==> config.mk <==
export PLATFORM = sky130hd
export DESIGN_NAME = core_profiler
export DESIGN_NICKNAME = d
export VERILOG_FILES = /design/src/source/core_prof_pkg.sv /design/src/source/core_profiler.sv /design/src/source/stat_snapshot_unit.sv /design/src/source/print_stat_tracker.sv /design/src/source/perf_counter_bank.sv /design/src/source/prof_event_decode.sv
export VERILOG_INCLUDE_DIRS = /design/src /design/src/include
export SDC_FILE = /design/constraint.sdc
export NUM_CORES = 2
export LEC_CHECK = 0
export BUFFER_PORTS_ARGS = -buffer_cell sky130_fd_sc_hd__buf_2
export CELL_PAD_IN_SITES_DETAIL_PLACEMENT = 1
export CELL_PAD_IN_SITES_GLOBAL_PLACEMENT = 1
export CORE_MARGIN = 8
export CORE_UTILIZATION = 52
export DETAILED_ROUTE_END_ITERATION = 8
export GPL_ROUTABILITY_DRIVEN = 1
export PLACE_DENSITY = 0.84
export SETUP_SLACK_MARGIN = 0.5
export SLEW_MARGIN = 5
export SYNTH_ARGS = -nofsm -noshare
export SYNTH_HDL_FRONTEND = slang
export SYNTH_HIERARCHICAL = 1
export SYNTH_SLANG_ARGS = --single-unit
==> constraint.sdc <==
create_clock -name clk_i -period 35.5 [get_ports clk_i]
set_input_delay 1.775 -clock clk_i [delete_from_list [all_inputs] [get_ports clk_i]]
set_output_delay 1.775 -clock clk_i [all_outputs]
set_load 0.01 [all_outputs]
==> src/include/core_prof_settings.svh <==
`ifndef CORE_PROF_SETTINGS_SVH
`define CORE_PROF_SETTINGS_SVH

// Datapath widths seen by the profiler.
`define PROF_COUNT_W      32
`define PROF_DATA_W       32
`define PROF_ADDR_W       32
`define PROF_INSTR_W      32
`define PROF_STAT_IDX_W   5

// Sixteen events plus the free-running cycle counter at index 0.
`define PROF_NUM_EVENTS   16
`define PROF_NUM_COUNTERS 17

`define PROF_EV_INSTR          0
`define PROF_EV_FADD           1
`define PROF_EV_FMUL           2
`define PROF_EV_LD             3
`define PROF_EV_ST             4
`define PROF_EV_BRANCH         5
`define PROF_EV_MISPREDICT     6
`define PROF_EV_ST_FP          7
`define PROF_EV_ST_DEPEND      8
`define PROF_EV_ST_IFETCH      9
`define PROF_EV_ST_LR_AQ       10
`define PROF_EV_ST_FENCE       11
`define PROF_EV_ST_MD          12
`define PROF_EV_ST_FORCE_WB    13
`define PROF_EV_ST_REMOTE_REQ  14
`define PROF_EV_ST_LOCAL_FLW   15

`define PROF_PRINT_STAT_ADDR   32'h0000_0D0C
`define PROF_JALR_OP           7'b1100111

`endif
==> src/source/core_prof_pkg.sv <==
`default_nettype none

`include "core_prof_settings.svh"

package core_prof_pkg;

  // ####################################################################
  // Shared datapath types.

  typedef logic [`PROF_COUNT_W-1:0]                      count_t;
  typedef logic [`PROF_DATA_W-1:0]                       data_t;
  typedef logic [`PROF_ADDR_W-1:0]                       addr_t;
  typedef logic [`PROF_INSTR_W-1:0]                      instr_t;
  typedef logic [`PROF_STAT_IDX_W-1:0]                   stat_idx_t;
  typedef logic [`PROF_NUM_EVENTS-1:0]                   event_vec_t;
  typedef logic [`PROF_NUM_COUNTERS*`PROF_COUNT_W-1:0]   count_bus_t;

  typedef enum logic {
    SNAP_IDLE = 1'b0,
    SNAP_EMIT = 1'b1
  } snap_state_e;

endpackage

`default_nettype wire

==> src/source/core_profiler.sv <==
`timescale 1ns/1ps
`default_nettype none

module core_profiler (
  input  wire logic                   clk_i,
  input  wire logic                   reset_i,
  input  wire logic                   stall_i,
  input  wire logic                   stall_depend_i,
  input  wire logic                   stall_fp_i,
  input  wire logic                   stall_ifetch_wait_i,
  input  wire logic                   stall_icache_store_i,
  input  wire logic                   stall_lr_aq_i,
  input  wire logic                   stall_fence_i,
  input  wire logic                   stall_md_i,
  input  wire logic                   stall_force_wb_i,
  input  wire logic                   stall_remote_req_i,
  input  wire logic                   stall_local_flw_i,
  input  wire logic                   flush_i,
  input  wire core_prof_pkg::instr_t  id_instr_i,
  input  wire logic                   id_icache_miss_i,
  input  wire logic                   id_is_fp_float_i,
  input  wire logic                   id_fadd_i,
  input  wire logic                   id_fmul_i,
  input  wire logic                   id_is_load_i,
  input  wire logic                   id_is_store_i,
  input  wire logic                   id_is_branch_i,
  input  wire logic                   branch_mispredict_i,
  input  wire logic                   jalr_mispredict_i,
  input  wire logic                   remote_req_v_i,
  input  wire logic                   remote_req_yumi_i,
  input  wire core_prof_pkg::addr_t   remote_req_addr_i,
  input  wire core_prof_pkg::data_t   remote_req_payload_i,
  input  wire core_prof_pkg::count_t  global_ctr_i,
  output logic                        stat_v_o,
  output core_prof_pkg::stat_idx_t    stat_idx_o,
  output core_prof_pkg::count_t       stat_data_o,
  output core_prof_pkg::data_t        stat_tag_o,
  output core_prof_pkg::count_t       stat_global_ctr_o,
  output logic                        stat_last_o,
  output logic                        busy_o
);

  import core_prof_pkg::*;

  event_vec_t events;
  count_bus_t counters;
  logic       print_now;
  data_t      print_tag;

  prof_event_decode u_event_decode (
    .stall_i              (stall_i),
    .stall_depend_i       (stall_depend_i),
    .stall_fp_i           (stall_fp_i),
    .stall_ifetch_wait_i  (stall_ifetch_wait_i),
    .stall_icache_store_i (stall_icache_store_i),
    .stall_lr_aq_i        (stall_lr_aq_i),
    .stall_fence_i        (stall_fence_i),
    .stall_md_i           (stall_md_i),
    .stall_force_wb_i     (stall_force_wb_i),
    .stall_remote_req_i   (stall_remote_req_i),
    .stall_local_flw_i    (stall_local_flw_i),
    .flush_i              (flush_i),
    .id_instr_i           (id_instr_i),
    .id_icache_miss_i     (id_icache_miss_i),
    .id_is_fp_float_i     (id_is_fp_float_i),
    .id_fadd_i            (id_fadd_i),
    .id_fmul_i            (id_fmul_i),
    .id_is_load_i         (id_is_load_i),
    .id_is_store_i        (id_is_store_i),
    .id_is_branch_i       (id_is_branch_i),
    .branch_mispredict_i  (branch_mispredict_i),
    .jalr_mispredict_i    (jalr_mispredict_i),
    .events_o             (events)
  );

  perf_counter_bank u_counter_bank (
    .clk_i      (clk_i),
    .reset_i    (reset_i),
    .events_i   (events),
    .counters_o (counters)
  );

  print_stat_tracker u_print_tracker (
    .clk_i                (clk_i),
    .reset_i              (reset_i),
    .stall_i              (stall_i),
    .remote_req_v_i       (remote_req_v_i),
    .remote_req_yumi_i    (remote_req_yumi_i),
    .remote_req_addr_i    (remote_req_addr_i),
    .remote_req_payload_i (remote_req_payload_i),
    .print_now_o          (print_now),
    .print_tag_o          (print_tag)
  );

  stat_snapshot_unit u_snapshot (
    .clk_i             (clk_i),
    .reset_i           (reset_i),
    .print_now_i       (print_now),
    .print_tag_i       (print_tag),
    .counters_i        (counters),
    .global_ctr_i      (global_ctr_i),
    .stat_v_o          (stat_v_o),
    .stat_idx_o        (stat_idx_o),
    .stat_data_o       (stat_data_o),
    .stat_tag_o        (stat_tag_o),
    .stat_global_ctr_o (stat_global_ctr_o),
    .stat_last_o       (stat_last_o),
    .busy_o            (busy_o)
  );

endmodule

`default_nettype wire

==> src/source/stat_snapshot_unit.sv <==
`timescale 1ns/1ps
`default_nettype none

`include "core_prof_settings.svh"

module stat_snapshot_unit (
  input  wire logic                       clk_i,
  input  wire logic                       reset_i,
  input  wire logic                       print_now_i,
  input  wire core_prof_pkg::data_t       print_tag_i,
  input  wire core_prof_pkg::count_bus_t  counters_i,
  input  wire core_prof_pkg::count_t      global_ctr_i,
  output logic                            stat_v_o,
  output core_prof_pkg::stat_idx_t        stat_idx_o,
  output core_prof_pkg::count_t           stat_data_o,
  output core_prof_pkg::data_t            stat_tag_o,
  output core_prof_pkg::count_t           stat_global_ctr_o,
  output logic                            stat_last_o,
  output logic                            busy_o
);

  import core_prof_pkg::*;

  localparam stat_idx_t LastIdx = stat_idx_t'(`PROF_NUM_COUNTERS - 1);

  snap_state_e state_r;
  stat_idx_t   idx_r;
  logic        capture;
  logic        at_last;

  count_bus_t  snap_r;
  data_t       tag_r;
  count_t      gctr_r;

  assign capture = print_now_i & (state_r == SNAP_IDLE);
  assign at_last = (idx_r == LastIdx);

  // ####################################################################
  // Control: idle until a print, then one word per cycle.

  always_ff @(posedge clk_i) begin
    if (reset_i) begin
      state_r <= SNAP_IDLE;
      idx_r   <= '0;
    end else begin
      case (state_r)
        SNAP_IDLE: begin
          if (capture) begin
            state_r <= SNAP_EMIT;
            idx_r   <= '0;
          end
        end
        SNAP_EMIT: begin
          // A print arriving here is ignored; the stream cannot restart.
          if (at_last) begin
            state_r <= SNAP_IDLE;
            idx_r   <= '0;
          end else begin
            idx_r <= idx_r + stat_idx_t'(1);
          end
        end
        default: begin
          state_r <= SNAP_IDLE;
          idx_r   <= '0;
        end
      endcase
    end
  end

  // Snapshot copy of the counters, taken as they stood in the print cycle.
  always_ff @(posedge clk_i) begin
    if (capture) begin
      snap_r <= counters_i;
      tag_r  <= print_tag_i;
      gctr_r <= global_ctr_i;
    end
  end

  // ####################################################################
  // Stream outputs.

  assign stat_v_o          = (state_r == SNAP_EMIT);
  assign stat_last_o       = (state_r == SNAP_EMIT) & at_last;
  assign busy_o            = (state_r == SNAP_EMIT);
  assign stat_idx_o        = idx_r;
  assign stat_data_o       = snap_r[idx_r*`PROF_COUNT_W +: `PROF_COUNT_W];
  assign stat_tag_o        = tag_r;
  assign stat_global_ctr_o = gctr_r;

endmodule

`default_nettype wire

==> src/source/print_stat_tracker.sv <==
`timescale 1ns/1ps
`default_nettype none

`include "core_prof_settings.svh"

module print_stat_tracker (
  input  wire logic                  clk_i,
  input  wire logic                  reset_i,
  input  wire logic                  stall_i,
  input  wire logic                  remote_req_v_i,
  input  wire logic                  remote_req_yumi_i,
  input  wire core_prof_pkg::addr_t  remote_req_addr_i,
  input  wire core_prof_pkg::data_t  remote_req_payload_i,
  output logic                       print_now_o,
  output core_prof_pkg::data_t       print_tag_o
);

  import core_prof_pkg::*;

  logic  print_exe;
  logic  print_mem_r;
  logic  print_wb_r;
  data_t tag_mem_r;
  data_t tag_wb_r;

  // The store counts as issued once the network has taken it.
  assign print_exe = remote_req_v_i & remote_req_yumi_i
                   & (remote_req_addr_i == addr_t'(`PROF_PRINT_STAT_ADDR));

  // ####################################################################
  // Shadow memory and writeback stages, frozen while the core stalls.

  always_ff @(posedge clk_i) begin
    if (reset_i) begin
      print_mem_r <= 1'b0;
      print_wb_r  <= 1'b0;
    end else if (~stall_i) begin
      print_mem_r <= print_exe;
      print_wb_r  <= print_mem_r;
    end
  end

  always_ff @(posedge clk_i) begin
    if (~stall_i) begin
      if (print_exe) begin
        tag_mem_r <= remote_req_payload_i;
      end
      if (print_mem_r) begin
        tag_wb_r <= tag_mem_r;
      end
    end
  end

  // Writeback retires only in a cycle where the pipeline moves.
  assign print_now_o = print_wb_r & ~stall_i;
  assign print_tag_o = tag_wb_r;

endmodule

`default_nettype wire

==> src/source/perf_counter_bank.sv <==
`timescale 1ns/1ps
`default_nettype none

`include "core_prof_settings.svh"

module perf_counter_bank (
  input  wire logic                     clk_i,
  input  wire logic                     reset_i,
  input  wire core_prof_pkg::event_vec_t events_i,
  output core_prof_pkg::count_bus_t     counters_o
);

  import core_prof_pkg::*;

  // Index 0 always counts, so the enables are the events shifted up by one.
  logic [`PROF_NUM_COUNTERS-1:0] inc;
  count_t                        cnt_r [`PROF_NUM_COUNTERS];

  assign inc = {events_i, 1'b1};

  always_ff @(posedge clk_i) begin
    if (reset_i) begin
      for (int k = 0; k < `PROF_NUM_COUNTERS; k++) begin
        cnt_r[k] <= '0;
      end
    end else begin
      for (int k = 0; k < `PROF_NUM_COUNTERS; k++) begin
        if (inc[k]) begin
          cnt_r[k] <= cnt_r[k] + count_t'(1);
        end
      end
    end
  end

  // ####################################################################
  // Pack the counters with index 0 in the low word.

  for (genvar g = 0; g < `PROF_NUM_COUNTERS; g++) begin : g_pack
    assign counters_o[g*`PROF_COUNT_W +: `PROF_COUNT_W] = cnt_r[g];
  end

endmodule

`default_nettype wire

==> src/source/prof_event_decode.sv <==
`timescale 1ns/1ps
`default_nettype none

`include "core_prof_settings.svh"

module prof_event_decode (
  input  wire logic                      stall_i,
  input  wire logic                      stall_depend_i,
  input  wire logic                      stall_fp_i,
  input  wire logic                      stall_ifetch_wait_i,
  input  wire logic                      stall_icache_store_i,
  input  wire logic                      stall_lr_aq_i,
  input  wire logic                      stall_fence_i,
  input  wire logic                      stall_md_i,
  input  wire logic                      stall_force_wb_i,
  input  wire logic                      stall_remote_req_i,
  input  wire logic                      stall_local_flw_i,
  input  wire logic                      flush_i,
  input  wire core_prof_pkg::instr_t     id_instr_i,
  input  wire logic                      id_icache_miss_i,
  input  wire logic                      id_is_fp_float_i,
  input  wire logic                      id_fadd_i,
  input  wire logic                      id_fmul_i,
  input  wire logic                      id_is_load_i,
  input  wire logic                      id_is_store_i,
  input  wire logic                      id_is_branch_i,
  input  wire logic                      branch_mispredict_i,
  input  wire logic                      jalr_mispredict_i,
  output core_prof_pkg::event_vec_t      events_o
);

  logic       committed;
  logic       is_jalr;
  logic [6:0] opcode;
  logic       other_stall;

  // ####################################################################
  // Commit qualification.
  // An instruction leaves decode when nothing holds it and it is a real,
  // fetched word that is not being flushed.

  assign committed = ~stall_i & ~stall_depend_i & ~flush_i
                   & (id_instr_i != '0)
                   & ~id_icache_miss_i;

  assign opcode  = id_instr_i[6:0];
  assign is_jalr = (opcode == `PROF_JALR_OP);

  // Force-writeback is only blamed when no more specific cause is active.
  assign other_stall = stall_ifetch_wait_i | stall_icache_store_i | stall_lr_aq_i
                     | stall_fence_i | stall_md_i | stall_remote_req_i
                     | stall_local_flw_i;

  always_comb begin
    events_o = '0;

    events_o[`PROF_EV_INSTR]  = committed;
    events_o[`PROF_EV_FADD]   = committed & id_is_fp_float_i & id_fadd_i;
    events_o[`PROF_EV_FMUL]   = committed & id_is_fp_float_i & id_fmul_i;
    events_o[`PROF_EV_LD]     = committed & id_is_load_i;
    events_o[`PROF_EV_ST]     = committed & id_is_store_i;
    events_o[`PROF_EV_BRANCH] = committed & (id_is_branch_i | is_jalr);

    events_o[`PROF_EV_MISPREDICT] = (branch_mispredict_i | jalr_mispredict_i)
                                  & ~(stall_i | stall_depend_i | stall_fp_i);

    // The depend and fp stalls mask each other so a cycle is charged once.
    events_o[`PROF_EV_ST_FP]     = stall_fp_i & ~(stall_i | stall_depend_i);
    events_o[`PROF_EV_ST_DEPEND] = stall_depend_i & ~(stall_i | stall_fp_i);

    events_o[`PROF_EV_ST_IFETCH]     = stall_ifetch_wait_i;
    events_o[`PROF_EV_ST_LR_AQ]      = stall_lr_aq_i;
    events_o[`PROF_EV_ST_FENCE]      = stall_fence_i;
    events_o[`PROF_EV_ST_MD]         = stall_md_i;
    events_o[`PROF_EV_ST_FORCE_WB]   = stall_force_wb_i & ~other_stall;
    events_o[`PROF_EV_ST_REMOTE_REQ] = stall_remote_req_i;
    events_o[`PROF_EV_ST_LOCAL_FLW]  = stall_local_flw_i;
  end

endmodule

`default_nettype wire

== After elaboration in Yosys (flattened, before gate mapping) ==
Memory sizes are Yosys's and may differ from the RTL's.
Cells that the tools add are included.

* Register bits after elaboration: 680
* Latch bits: 0
* Memory bits (writable): 544
* ROM bits: 0
* Bits of input ports: 153
* Output and inout bits: 104
* Word-level logic and storage cells: 166
* Memories: 1

* $add $sub $neg: 18
* Multiply operators: 0
* Divide/modulo/power cells: 0
* $lt $le $gt $ge: 0
* Eq/ne operators: 4
* Shift-type cells: 1
* Muxes and demuxes: 74
* Bitwise logic cells: 56
* Reduce and logical (&&, ||, !) cells: 3

{| class="wikitable"
|+ Memories
! name !! words !! width !! read ports !! clocked after Yosys merged registers in !! write ports !! line !! text
|-
| u_counter_bank.cnt_r || 17 || 32 || 17 || 0 || 17 || perf_counter_bank.sv:17 || <nowiki>count_t cnt_r [`PROF_NUM_COUNTERS];</nowiki>
|}

{| class="wikitable"
|+ Operators by type and width
! cell !! number
|-
| 32-bit by 1-bit adder with 32-bit output (second input constant) || 17
|-
| 32-bit 2-to-1 mux || 17
|-
| 544-bit by 11-bit variable part select with 32-bit output || 1
|-
| 1-bit 2-to-1 mux || 53
|-
| 32-bit by 12-bit equality test with 1-bit output (second input constant) || 1
|-
| 32-bit nonzero test || 1
|-
| 1-bit bitwise OR || 28
|-
| 1-bit AND || 19
|-
| 5-bit 2-to-1 mux || 2
|-
| 5-bit one-hot mux with 2 select lines || 1
|-
| 1-bit inverter || 9
|-
| 7-bit equality test (second input constant) || 1
|-
| 5-bit by 1-bit adder with 5-bit output (second input constant) || 1
|-
| 5-bit equality test (second input constant) || 1
|-
| 2-bit AND reduction || 2
|-
| 2-bit by 1-bit inequality test with 1-bit output (second input constant) || 1
|-
| 1-bit one-hot mux with 2 select lines || 1
|}

== Depth between registers and ports, before layout ==
* Word-level depth: 12
* Depth in mapped cells: 7
* Mapped depth without buffers: 6

== By module ==
Netlist, hierarchy kept.

{| class="wikitable"
|+ Modules (own cells, without submodules)
! module !! times used !! cells each !! area an instance (µm²) !! seq. area each (µm²)
|-
| perf_counter_bank || 1 || 2706 || 28813.9 || 16335.7
|-
| stat_snapshot_unit || 1 || 1098 || 23060.9 || 18377.6
|-
| print_stat_tracker || 1 || 85 || 2109.5 || 1961.9
|-
| prof_event_decode || 1 || 43 || 277.8 || 0.0
|}

== Worst setup path before layout ==
OpenSTA, ideal clock, no wires.

* Path kind: input port to flip-flop
* From: in stall_i
* To: reg u_snapshot.snap_r[0], read port of u_counter_bank.cnt_r, enable pin
* Library setup time: 1.658 ns
* Arrival time: 28.526 ns
* Required time: 33.842 ns
* Path slack: 5.316 ns
* Stages on the path: 2
* Buffers on the path: 0
* Cell sequence: nor2b_1 nor2b_1

* Word-level cells in the longest chain between the ends: 3

{| class="wikitable"
|+ RTL lines
! what !! line !! text
|-
| from (decl) || core_profiler.sv:7 || <nowiki>input wire logic stall_i,</nowiki>
|-
| 1-bit inverter (no line) || n/a ||
|-
| 1-bit AND || print_stat_tracker.sv:55 || <nowiki>assign print_now_o = print_wb_r & ~stall_i;</nowiki>
|-
| 1-bit AND || stat_snapshot_unit.sv:35 || <nowiki>assign capture = print_now_i & (state_r == SNAP_IDLE);</nowiki>
|-
| net u_snapshot.capture || stat_snapshot_unit.sv:28 || <nowiki>logic capture;</nowiki>
|-
| to (decl) || stat_snapshot_unit.sv:31 || <nowiki>count_bus_t snap_r;</nowiki>
|}

The timed path passes the listed nets, and every way through them passes these cells.
A chain may end at the register's enable or synchronous reset.

== Final worst setup path ==
* From: reg u_snapshot.idx_r[0] (netlist: u_snapshot/stat_idx_o[0])
* To: out stat_data_o[28]

* Word-level cells in the longest chain between the ends: 1

{| class="wikitable"
|+ RTL lines
! what !! line !! text
|-
| from (decl) || stat_snapshot_unit.sv:27 || <nowiki>stat_idx_t idx_r;</nowiki>
|-
| from (signal assigned) || stat_snapshot_unit.sv:59 || <nowiki>idx_r <= idx_r + stat_idx_t'(1);</nowiki>
|-
| 544-bit by 11-bit variable part select with 32-bit output || stat_snapshot_unit.sv:86 || <nowiki>assign stat_data_o = snap_r[idx_r*`PROF_COUNT_W +: `PROF_COUNT_W];</nowiki>
|-
| to (decl) || core_profiler.sv:36 || <nowiki>output core_prof_pkg::count_t stat_data_o,</nowiki>
|}

Every way passes these cells.

==> reports/qor.csv <==
metric,value,unit
overall routing resource usage,27.1,%
Power Total,3.17,mW
Tcrit/Tclk final,18.8,%
Vias,36431,
arrival time at the worst endpoint,4.91,ns
#FFs+latches synth,1224,
hpwl dp,106000,um
post-CTS sizing,0,
CTS Root Cell,clkbuf_16,
vias per cell,6.38,
DIE WIDTH,339,um
total wire length,165000,um
synth-to-layout area growth,12.6,%
# DRC,0,
"leading cell type in the layout, fill and taps excluded",edfxtp_1,
worst skew pair latency,0.74,ns
htree depth,4,
Longest Clk Path Bufs,3,
"area leader, netlist",edfxtp_1,
largest net degree at the start of global routing,196,
"CTS clk-pin slew, worst paths",0.07,ns
unrepaired setup endpoints after global routing,no,
Port Buffers,256,
Avg WL per Cell,28.9,um
Hold WS,0.417,ns
internal power,2.45,mW
yosys warns,6,
Synth Instances,3932,
share of cells above drive strength 1,15.0,%
Max Clk Rate,0.150,GHz
crit start category,flop,
GPL Wtd Cong,0.901,
CP Class,reg2out,
Post-DRT Antenna Nets,0,
drt first pass iters,6,
MaxCap Viol Count,0,
fin. max-slew vios,0,
Avg Inst Size Synth,13.8,sq um
number of I/O pins,257,
Starting DRT DRC Count,4415,
"Hold Violations, Final",0,
Reg power frac,54.3,%
FP Rows,118,
Die ar.,115000,sq um
Sw Ratio,22.8,%
first-pass GRT wire length,239000,um
Sink Count,1224,
setup bufs post-CTS,0,
initial core utilization,52.4,%
DIE HEIGHT,339,um
total CTS buffers,132,
Worst-Margin Slew,1.30,ns
Max rail drop VDD,0.0488,mV
critical path endpoint category,primary output,
Gate power share,3.5,%
status,completed,
Critical Path RT,33.72,ns
total gr overflow,0,
Reg area,36700,sq um
clock power share,42.2,%
vias in the first global route,37010,
most frequent cells in the layout,"edfxtp_1 (1216), nor2_1 (572), xor2_1 (286), buf_2 (255), nand3_1 (180)",
CTS tree,yes,
"EDFF count, synth",1216,
sequential share of the synthesized area,67.6,%
Post-Syn Area,54300,sq um
Sw Pwr,724,uW
Main synth FF type,edfxtp_1,
Pwr Density,51.9,nW/um^2
final setup fails,0,
CP max FO,66,
library cells used by synthesis,57,
Leak Pwr,20.0,nW
Setup TNS Final,0,ns
"top cells by area, synth","edfxtp_1 (67%), xor2_1 (4.6%), nor2_1 (4.0%), xnor2_1 (2.7%), mux4_2 (2.7%)",
initial antenna violation count,5,
fillcell total,9921,
post-route minimum period,6.68,ns
Nets,4392,
Multi-input gate area,16800,sq um
Hold WC Path Type,reg2reg,
Clock Skew,0.0232,ns
core area,103000,sq um
max_slew headroom,13.3,%
post-synth top area share,67.3,%
"Async S/R FF share, synth",0,%
CTS Hold Bufs,0,
-- kinds of logic (layout without fill, tap and decap cells) --
family                   count (synthesis)  count (layout)  share of synthesized area (%)
XOR/XNOR                               453             453                           7.31
flip-flops                            1224            1224                           67.6
multiplexers                           193             193                           5.18
AO/OA/AOI/OAI                          253             253                           3.08
buffers and inverters                  220             580                           1.78
other                                    1              37                        0.00691
adder cells (fa/ha/maj)                 19              19                          0.438
AND/OR/NAND/NOR                       1569            1569                           14.6
-- power groups by stage --
stage	clock network (mW)	logic [mW]	registers, mW
2_1_floorplan	0	0.0745	1.72
3_3_place_gp	0	0.0966	1.74
3_5_place_dp	0	0.106	1.75
4_1_cts	1.35	0.110	1.72
5_1_grt	1.40	0.122	1.73
6_report	1.34	0.112	1.72
-- routing by layer --
metal / up-vias / track usage, % / wire length (um) / share of wire (%)
li1: 15362 / - / - / -
met1: 18693 / 36.7 / 63700 / 39
met2: 2072 / 43.2 / 78800 / 48
met3: 302 / 6.12 / 16900 / 10
met4: 2 / 9.22 / 5650 / 3.4
met5: - / 0 / 13 / 0.0079
-- critical path: stages, from the launching register on --
cell and delay [ns]:
dfxtp_4 0.86, buf_4 0.91, buf_4 0.86, mux2_2 0.31, o22ai_1 0.08, a211oi_1 0.56, a221o_1 0.33, buf_2 0.16
-- worst paths after layout --
kind	from	to	slack (ns)	depth (start not counted)
max reg2reg	u_print_tracker/print_wb_r	u_snapshot/stat_global_ctr_o[17]	31.78	4
min	u_print_tracker/print_tag_o[17]	u_snapshot/stat_tag_o[17]	0.42	0
max	u_snapshot/stat_idx_o[0]	stat_data_o[28]	28.82	7
min reg2reg	u_print_tracker/print_tag_o[17]	u_snapshot/stat_tag_o[17]	0.42	0
-- cell usage after synthesis (all sizes together) (3+ instances only) --
cell type	instances
edfxtp	1216
nor2	573
xor2	286
nand3	180
nand4	178
nand2	175
xnor2	167
clkbuf	118
nor4	69
a211oi	67
nor3	67
and3	65
mux2i	65
mux2	64
mux4	64
and4	62
nor2b	60
a21oi	58
o21ai	54
buf	53
inv	49
or3	49
a221o	32
o22ai	32
and2	31
or2	25
ha	19
dfxtp	8
nand3b	6
or4	6
nand2b	5
nand4b	5
nor3b	3
nor4b	3
-- final cells by class --
cell class                      instances  share of cell area (%)
Clock inverter                         69                   0.880
Multi-Input combinational cell       2519                    27.5
Inverter                               49                   0.301
Sequential cell                      1224                    60.0
Clock buffer                          168                    5.80
Timing Repair Buffer                  294                    2.64
Tap cell                             1380                    2.83
Antenna cell                            5                  0.0205
-- flip-flops by register name, summed over array words and instances, names as in the netlist --
signal	cells
u_counter_bank/cnt_r	544
u_print_tracker/print_mem_r	1
u_print_tracker/print_tag_o	32
u_print_tracker/print_wb_r	1
u_print_tracker/tag_mem_r	32
u_snapshot/busy_o	1
u_snapshot/snap_r	544
u_snapshot/stat_global_ctr_o	32
u_snapshot/stat_idx_o	5
u_snapshot/stat_tag_o	32
-- through the flow --
| step | util (%) | setup WS (ns) | cell area [sq um] | instances |
|---|---|---|---|---|
| floorplan | - | 5.32 | 54400 | 3963 |
| global placement | 55.1 | 29.78 | 57000 | 5466 |
| detailed placement | 55.1 | 29.64 | 57000 | 5466 |
| CTS | 59.0 | 28.79 | 61100 | 5703 |
| global route | 59.0 | 28.64 | 61100 | 5708 |
| finish | 59.0 | 28.82 | 61100 | 5708 |
No activity file was read; power rests on OpenSTA's default activity.
